### src/design/mega99_pkg.sv
`default_nettype none

package mega99_pkg;

   // TMS9918 colour index where 0 is transparent.
   typedef logic [3:0] color_t;

   typedef struct packed {
      logic [3:0] r;
      logic [3:0] g;
      logic [3:0] b;
   } rgb_t;

   // One pixel of the VDP video stream.
   typedef struct packed {
      logic   hsync;
      logic   cburst;
      color_t color;
   } vdp_pix_t;

   localparam int LINE_PIXELS   = 342;
   localparam int HSYNC_PIXELS  = 26;
   localparam int LINE_PTR_BITS = $clog2(LINE_PIXELS + 1);

   // System clocks per VDP pixel.
   localparam int CLK_DIV       = 10;
   localparam int CLK_CNT_BITS  = $clog2(CLK_DIV);

   localparam int AUDIO_BITS    = 16;

   // TMS9918 palette at 4 bits per channel.
   localparam rgb_t PALETTE [16] = '{
      '{4'h0, 4'h0, 4'h0},
      '{4'h0, 4'h0, 4'h0},
      '{4'h2, 4'hC, 4'h4},
      '{4'h5, 4'hD, 4'h7},
      '{4'h5, 4'h5, 4'hE},
      '{4'h7, 4'h7, 4'hF},
      '{4'hD, 4'h5, 4'h4},
      '{4'h4, 4'hE, 4'hF},
      '{4'hF, 4'h5, 4'h5},
      '{4'hF, 4'h7, 4'h7},
      '{4'hD, 4'hC, 4'h5},
      '{4'hE, 4'hC, 4'h8},
      '{4'h2, 4'hB, 4'h3},
      '{4'hC, 4'h5, 4'hB},
      '{4'hC, 4'hC, 4'hC},
      '{4'hF, 4'hF, 4'hF}
   };

endpackage

`default_nettype wire

### src/design/video_clk_gen.sv
`default_nettype none

module video_clk_gen
   import mega99_pkg::*;
(
   input  logic clk_i,
   input  logic arst_n_i,
   output logic vdp_clk_en_o,
   output logic vga_clk_en_o
);

   localparam logic [CLK_CNT_BITS-1:0] CNT_LAST = CLK_CNT_BITS'(CLK_DIV - 1);
   localparam logic [CLK_CNT_BITS-1:0] CNT_HALF = CLK_CNT_BITS'(CLK_DIV / 2);

   logic [CLK_CNT_BITS-1:0] cnt_q;

   // Starts at the last count so the first strobe follows reset release.
   always_ff @(posedge clk_i or negedge arst_n_i) begin
      if (!arst_n_i) begin
         cnt_q <= CNT_LAST;
      end else if (cnt_q == CNT_LAST) begin
         cnt_q <= '0;
      end else begin
         cnt_q <= cnt_q + 1'b1;
      end
   end

   assign vdp_clk_en_o = (cnt_q == '0);

   // VGA runs at twice the pixel rate, in step with the VDP strobe.
   assign vga_clk_en_o = (cnt_q == '0) || (cnt_q == CNT_HALF);

endmodule

`default_nettype wire

### src/design/tms9918_scandoubler.sv
`default_nettype none

module tms9918_scandoubler
   import mega99_pkg::*;
(
   input  logic     clk_i,
   input  logic     arst_n_i,
   input  logic     vdp_clk_en_i,
   input  logic     vga_clk_en_i,
   input  vdp_pix_t pix_i,
   output vdp_pix_t pix_o
);

   localparam logic [LINE_PTR_BITS-1:0] PTR_LAST  = LINE_PTR_BITS'(LINE_PIXELS - 1);
   localparam logic [LINE_PTR_BITS-1:0] PTR_END   = LINE_PTR_BITS'(LINE_PIXELS);
   localparam logic [LINE_PTR_BITS-1:0] PTR_HSYNC = LINE_PTR_BITS'(HSYNC_PIXELS);

   // One line bank is written while the other is replayed.
   color_t col_mem   [2][LINE_PIXELS];
   logic   burst_mem [2][LINE_PIXELS];

   logic                     hsync_in_q;
   logic                     wr_bank_q;
   logic [LINE_PTR_BITS-1:0] wr_ptr_q;
   logic                     line_start;
   logic                     wr_bank;
   logic [LINE_PTR_BITS-1:0] wr_addr;
   logic                     wr_en;

   logic [LINE_PTR_BITS-1:0] rd_ptr_q;
   logic                     copy_q;
   logic                     rd_stb_q;
   logic                     seen_line_q;
   logic                     rd_valid_q;
   logic                     rd_bank;

   // Rising edge of the input sync opens a new line at pixel 0.
   assign line_start = vdp_clk_en_i && pix_i.hsync && !hsync_in_q;
   assign wr_bank    = line_start ? !wr_bank_q : wr_bank_q;
   assign wr_addr    = line_start ? '0 : wr_ptr_q;
   assign wr_en      = vdp_clk_en_i && (wr_addr < PTR_END);
   assign rd_bank    = !wr_bank_q;

   always_ff @(posedge clk_i or negedge arst_n_i) begin
      if (!arst_n_i) begin
         hsync_in_q <= 1'b0;
         wr_bank_q  <= 1'b0;
         wr_ptr_q   <= PTR_END;
      end else if (vdp_clk_en_i) begin
         hsync_in_q <= pix_i.hsync;
         wr_bank_q  <= wr_bank;
         if (wr_en) begin
            wr_ptr_q <= wr_addr + 1'b1;
         end
      end
   end

   always_ff @(posedge clk_i) begin
      if (wr_en) begin
         col_mem[wr_bank][wr_addr]   <= pix_i.color;
         burst_mem[wr_bank][wr_addr] <= pix_i.cburst;
      end
   end

   // Replay the finished bank twice, then wait for the next line.
   always_ff @(posedge clk_i or negedge arst_n_i) begin
      if (!arst_n_i) begin
         rd_ptr_q    <= '0;
         copy_q      <= 1'b0;
         rd_stb_q    <= 1'b0;
         seen_line_q <= 1'b0;
         rd_valid_q  <= 1'b0;
      end else begin
         rd_stb_q <= vga_clk_en_i;
         if (line_start) begin
            rd_ptr_q    <= '0;
            copy_q      <= 1'b0;
            seen_line_q <= 1'b1;
            // The bank replayed after the first line was never written.
            rd_valid_q  <= seen_line_q;
         end else if (vga_clk_en_i) begin
            if (rd_ptr_q != PTR_LAST) begin
               rd_ptr_q <= rd_ptr_q + 1'b1;
            end else if (!copy_q) begin
               rd_ptr_q <= '0;
               copy_q   <= 1'b1;
            end
         end
      end
   end

   // The output stage runs one cycle behind the pointer update.
   always_ff @(posedge clk_i or negedge arst_n_i) begin
      if (!arst_n_i) begin
         pix_o <= '0;
      end else if (rd_stb_q) begin
         pix_o.hsync  <= seen_line_q && (rd_ptr_q < PTR_HSYNC);
         pix_o.cburst <= rd_valid_q && burst_mem[rd_bank][rd_ptr_q];
         pix_o.color  <= rd_valid_q ? col_mem[rd_bank][rd_ptr_q] : '0;
      end
   end

endmodule

`default_nettype wire

### src/design/tms9918_color_to_rgb.sv
`default_nettype none

module tms9918_color_to_rgb
   import mega99_pkg::*;
(
   input  logic   clk_i,
   input  logic   arst_n_i,
   input  color_t color_i,
   input  color_t overlay_i,
   input  logic   hsync_i,
   output rgb_t   rgb_o,
   output logic   hsync_o
);

   color_t sel_color;

   // Any non-transparent overlay pixel wins.
   assign sel_color = (overlay_i != '0) ? overlay_i : color_i;

   always_ff @(posedge clk_i or negedge arst_n_i) begin
      if (!arst_n_i) begin
         rgb_o   <= '0;
         hsync_o <= 1'b0;
      end else begin
         rgb_o   <= PALETTE[sel_color];
         // Sync takes the same register stage as the colour.
         hsync_o <= hsync_i;
      end
   end

endmodule

`default_nettype wire

### src/design/sigmadelta.sv
`default_nettype none

module sigmadelta
   import mega99_pkg::*;
(
   input  logic                  clk_i,
   input  logic                  arst_n_i,
   input  logic [AUDIO_BITS-1:0] sample_i,
   output logic                  q_o
);

   logic [AUDIO_BITS-1:0] acc_q;
   logic [AUDIO_BITS:0]   sum;

   // Carry out of the accumulator is the one-bit output.
   assign sum = {1'b0, acc_q} + {1'b0, sample_i};

   always_ff @(posedge clk_i or negedge arst_n_i) begin
      if (!arst_n_i) begin
         acc_q <= '0;
         q_o   <= 1'b0;
      end else begin
         acc_q <= sum[AUDIO_BITS-1:0];
         q_o   <= sum[AUDIO_BITS];
      end
   end

endmodule

`default_nettype wire

### src/design/mega99_av_top.sv
`default_nettype none

module mega99_av_top
   import mega99_pkg::*;
(
   input  logic                  clk_i,
   input  logic                  arst_n_i,
   input  vdp_pix_t              vdp_pix_i,
   input  color_t                overlay_i,
   input  logic [AUDIO_BITS-1:0] audio_i,
   output logic                  vdp_clk_en_o,
   output logic                  vga_hsync_o,
   output logic                  aud_pwm_o,
   output rgb_t                  vga_rgb_o
);

   logic     vga_clk_en;
   vdp_pix_t vga_pix;

   video_clk_gen clkgen (
      .clk_i        (clk_i),
      .arst_n_i     (arst_n_i),
      .vdp_clk_en_o (vdp_clk_en_o),
      .vga_clk_en_o (vga_clk_en)
   );

   tms9918_scandoubler scandoubler (
      .clk_i        (clk_i),
      .arst_n_i     (arst_n_i),
      .vdp_clk_en_i (vdp_clk_en_o),
      .vga_clk_en_i (vga_clk_en),
      .pix_i        (vdp_pix_i),
      .pix_o        (vga_pix)
   );

   // Overlay sits on top of the doubled picture.
   tms9918_color_to_rgb vga_color_to_rgb (
      .clk_i     (clk_i),
      .arst_n_i  (arst_n_i),
      .color_i   (vga_pix.color),
      .overlay_i (overlay_i),
      .hsync_i   (vga_pix.hsync),
      .rgb_o     (vga_rgb_o),
      .hsync_o   (vga_hsync_o)
   );

   sigmadelta sd_dac (
      .clk_i    (clk_i),
      .arst_n_i (arst_n_i),
      .sample_i (audio_i),
      .q_o      (aud_pwm_o)
   );

endmodule

`default_nettype wire

### config.mk
export PLATFORM = sky130hd
export DESIGN_NAME = mega99_av_top
export DESIGN_NICKNAME = d
export VERILOG_FILES = /design/src/design/mega99_pkg.sv /design/src/design/video_clk_gen.sv /design/src/design/tms9918_scandoubler.sv /design/src/design/tms9918_color_to_rgb.sv /design/src/design/sigmadelta.sv /design/src/design/mega99_av_top.sv
export SDC_FILE = /design/constraint.sdc
export NUM_CORES = 2
export LEC_CHECK = 0
export BUFFER_PORTS_ARGS = -buffer_cell sky130_fd_sc_hd__buf_2
export CORE_MARGIN = 8
export CORE_UTILIZATION = 40
export DETAILED_ROUTE_END_ITERATION = 12
export PLACE_DENSITY = 0.64
export SYNTH_ARGS = -nofsm -noshare
export SYNTH_HDL_FRONTEND = slang
export SYNTH_HIERARCHICAL = 1
export SYNTH_SLANG_ARGS = --single-unit
### constraint.sdc
create_clock -name clk_i -period 8.8 [get_ports clk_i]
set_input_delay 1.76 -clock clk_i [delete_from_list [all_inputs] [get_ports clk_i]]
set_output_delay 1.76 -clock clk_i [all_outputs]
set_load 0.005 [all_outputs]
==> run_results.csv <==
group,metric,value,unit
die,dieArea,298000,um2
placed_design,io_buffers,41,
sta,slew_headroom,-0.00390,%
run_status,status,"finished, violations left",
detailed_routing,via_per_inst,5.97,
flow_run,cap_violations,1,
detailed_routing,vias,58558,
synthesis,syn-num-nets,5880,
global_route,grt_max_degree,229,
die,core_area,279000,um2
sta,finalMaxSlewViolations,1,
placed_design,place_congestion,0.894,
sta,period_share,64.6,%
setup_path,critPathKind,"register to register",
sta,worst_slack,3120,ps
worst_hold_path,min_path_type,"register to register",
placed_design,pre_cts_ws,2600,ps
setup_path,startpoint_type,"register",
setup_path,worstPathArrival,6260,ps
clock_tree,cts_tree,"yes",
clock_tree,ctsRootBufferMaster,"clkbuf_16",
final_layout,regArea,83800,um2
final_layout,multi_input_area,25900,um2
detailed_routing,drtPass1Iterations,6,
setup_path,cpMaxStageDelayCell,"nor4_2",
synthesis,ys.warnings.count,6,
sta,max_freq,176,MHz
detailed_routing,top_layer,"met5",
synthesis,synth_cells,5822,
power_and_ir_drop,internal_power,0.0230,W
detailed_routing,met3WireLength,31400,um
sta,finClkSkew,63.4,ps
sta,rsz0062_at_grt,"false",
sta,finalSetupViolCount,0,
clock_tree,post_cts_buffers,0,
clock_tree,ctsHtreeMaxLevel,5,
die,die_height,546,um
final_layout,area_delta_synth_final,11.8,%
synthesis,synthesis.area,112000,um2
sta,totalNegativeSetupSlack,0,ps
die,ios,43,
final_layout,drive_above_1_share,22.0,%
sta,hold_viol,0,
detailed_routing,drt_iter0_drc,7612,
die,start_util,40.2,%
power_and_ir_drop,p_comb_share,10.4,%
detailed_routing,ant_nets,0,
die,rows,194,
final_layout,nFillCells,23425,
power_and_ir_drop,ir_worst_vdd,0.245,mV
clock_tree,cts.path.max_buffers,4,
detailed_routing,routedWlPerCell,31.0,um
detailed_routing,route.detailed.drc,0,
sta,whs,409,ps
global_route,grt_usage,19.9,%
setup_path,max_stage_delay,830,ps
detailed_routing,met2_length,141000,um
setup_path,cp_cell_sequence,"nor4_2, nand3b_1, buf_4, nand4_1, a2bb2oi_1, o21ai_4, nor2_1, and3_1, nand2_2, buf_4, nor2_1",
global_route,grt_overflow,0,
clock_tree,holdBufCountCts,0,
setup_path,worst-path-max-fanout,18,
sta,period_minus_slack,5680,ps
final_layout,layout_commonest_cell,"edfxtp_1",
global_route,grt_pass1_wl,434000,um
die,die_w,546,um
setup_path,endpoint_kind,"register",
global_route,grt_pass1_vias,58684,
clock_tree,clkSinkCount,2799,
power_and_ir_drop,power_leakage,39.0,nW
sta,tightestPinTransition,1500,ps
synthesis,avgSynthCellArea,19.3,um2
final_layout,final_cell_mix,"edfxtp_1, nor2_1, mux4_2, clkbuf_16, nand2_1",
power_and_ir_drop,p_sw,0.00695,W
detailed_routing,wl_met1,117000,um
run_status,violations,"max-capacitance violations, max-slew violations",
power_and_ir_drop,clkPwrFrac,40.4,%
global_route,grt_antenna_before_repair,15,
power_and_ir_drop,power_density,239,nW/um2
power_and_ir_drop,sw_frac_of_total,23.2,%
detailed_routing,drt-total-wl,304000,um
setup_path,worst_ep_required_time,9370,ps
clock_tree,clock_latency,930,ps
final_layout,final_nets,5931,
clock_tree,cts_buffers,302,
clock_tree,clk_pin_slew_worst_paths,60,ps
clock_tree,cts_resized,0,
placed_design,dp.final_hpwl,183000,um
power_and_ir_drop,seqPwrFrac,49.2,%
through the flow:
stage / instances / utilization, % / instance area [um2] / power, W
CTS: 9806 / 44.9 / 125000 / 0.0302
floorplan: 5822 / - / 112000 / 0.0171
global route: 9807 / 44.9 / 125000 / 0.0308
finish: 9808 / 44.9 / 125000 / 0.0300
global placement: 9293 / 41.6 / 116000 / 0.0181
detailed placement: 9293 / 41.6 / 116000 / 0.0181
cell type report:
class / instances / share of cell area [%]
Sequential cell: 2799 / 66.8
Multi-Input combinational cell: 2558 / 20.7
Clock buffer: 369 / 6.37
Tap cell: 3724 / 3.72
Timing Repair Buffer: 187 / 1.28
Clock inverter: 144 / 1.05
Inverter: 25 / 0.0808
Antenna cell: 2 / 0.00399
sequential cells by signal (all words and copies together) (netlist names), 4 cells and up:
| signal | flops |
|---|---|
| scandoubler/wr_ptr_q | 9 |
| sd_dac/acc_q | 16 |
| scandoubler/col_mem | 2736 |
| vga_color_to_rgb/rgb_o | 12 |
| clkgen/cnt_q | 4 |
| scandoubler/rd_ptr_q | 9 |
| scandoubler/pix_o | 5 |
power groups by stage:
| stage | Clock (W) | Combinational (W) | Sequential, W |
|---|---|---|---|
| after floorplan | 0 | 0.00213 | 0.0150 |
| after global placement | 0 | 0.00307 | 0.0150 |
| after detailed placement | 0 | 0.00310 | 0.0150 |
| after CTS | 0.0123 | 0.00311 | 0.0148 |
| after global routing | 0.0128 | 0.00327 | 0.0148 |
| final | 0.0121 | 0.00311 | 0.0148 |
final timing paths:
check | slack (ps) | start | cells past startpoint | endpoint
min in group asynchronous | 940 | arst_n_i | 1 | vga_color_to_rgb/rgb_o[10]$_DFF_PN0_
max in group asynchronous | 7140 | arst_n_i | 1 | scandoubler/rd_ptr_q[1]$_DFFE_PN0P_
hold / removal | 410 | scandoubler/pix_o[5]$_DFFE_PN0P_ | 0 | vga_color_to_rgb/hsync_o$_DFF_PN0_
setup reg to reg | 3120 | clkgen/cnt_q[1]$_DFF_PN0_ | 11 | scandoubler/col_mem[1][155]$_DFFE_PP_
setup / recovery | 3120 | clkgen/cnt_q[1]$_DFF_PN0_ | 11 | scandoubler/col_mem[1][155]$_DFFE_PP_
hold reg to reg | 410 | scandoubler/pix_o[5]$_DFFE_PN0P_ | 0 | vga_color_to_rgb/hsync_o$_DFF_PN0_
metal layers:
layer	vias up	track usage, %
met1	30974	26.8
met2	3387	31.2
li1	23559	-
met5	-	0
met4	6	8.26
met3	632	4.58
worst max-delay path, delay by kind of cell, from the launching register on:
| family | cells | cell delay [ps] |
|---|---|---|
| buf+inv | 2 | 730 |
| compound gates | 2 | 510 |
| flops | 1 | 450 |
| simple gates | 7 | 3590 |
No activity file was read; power rests on OpenSTA's default activity.
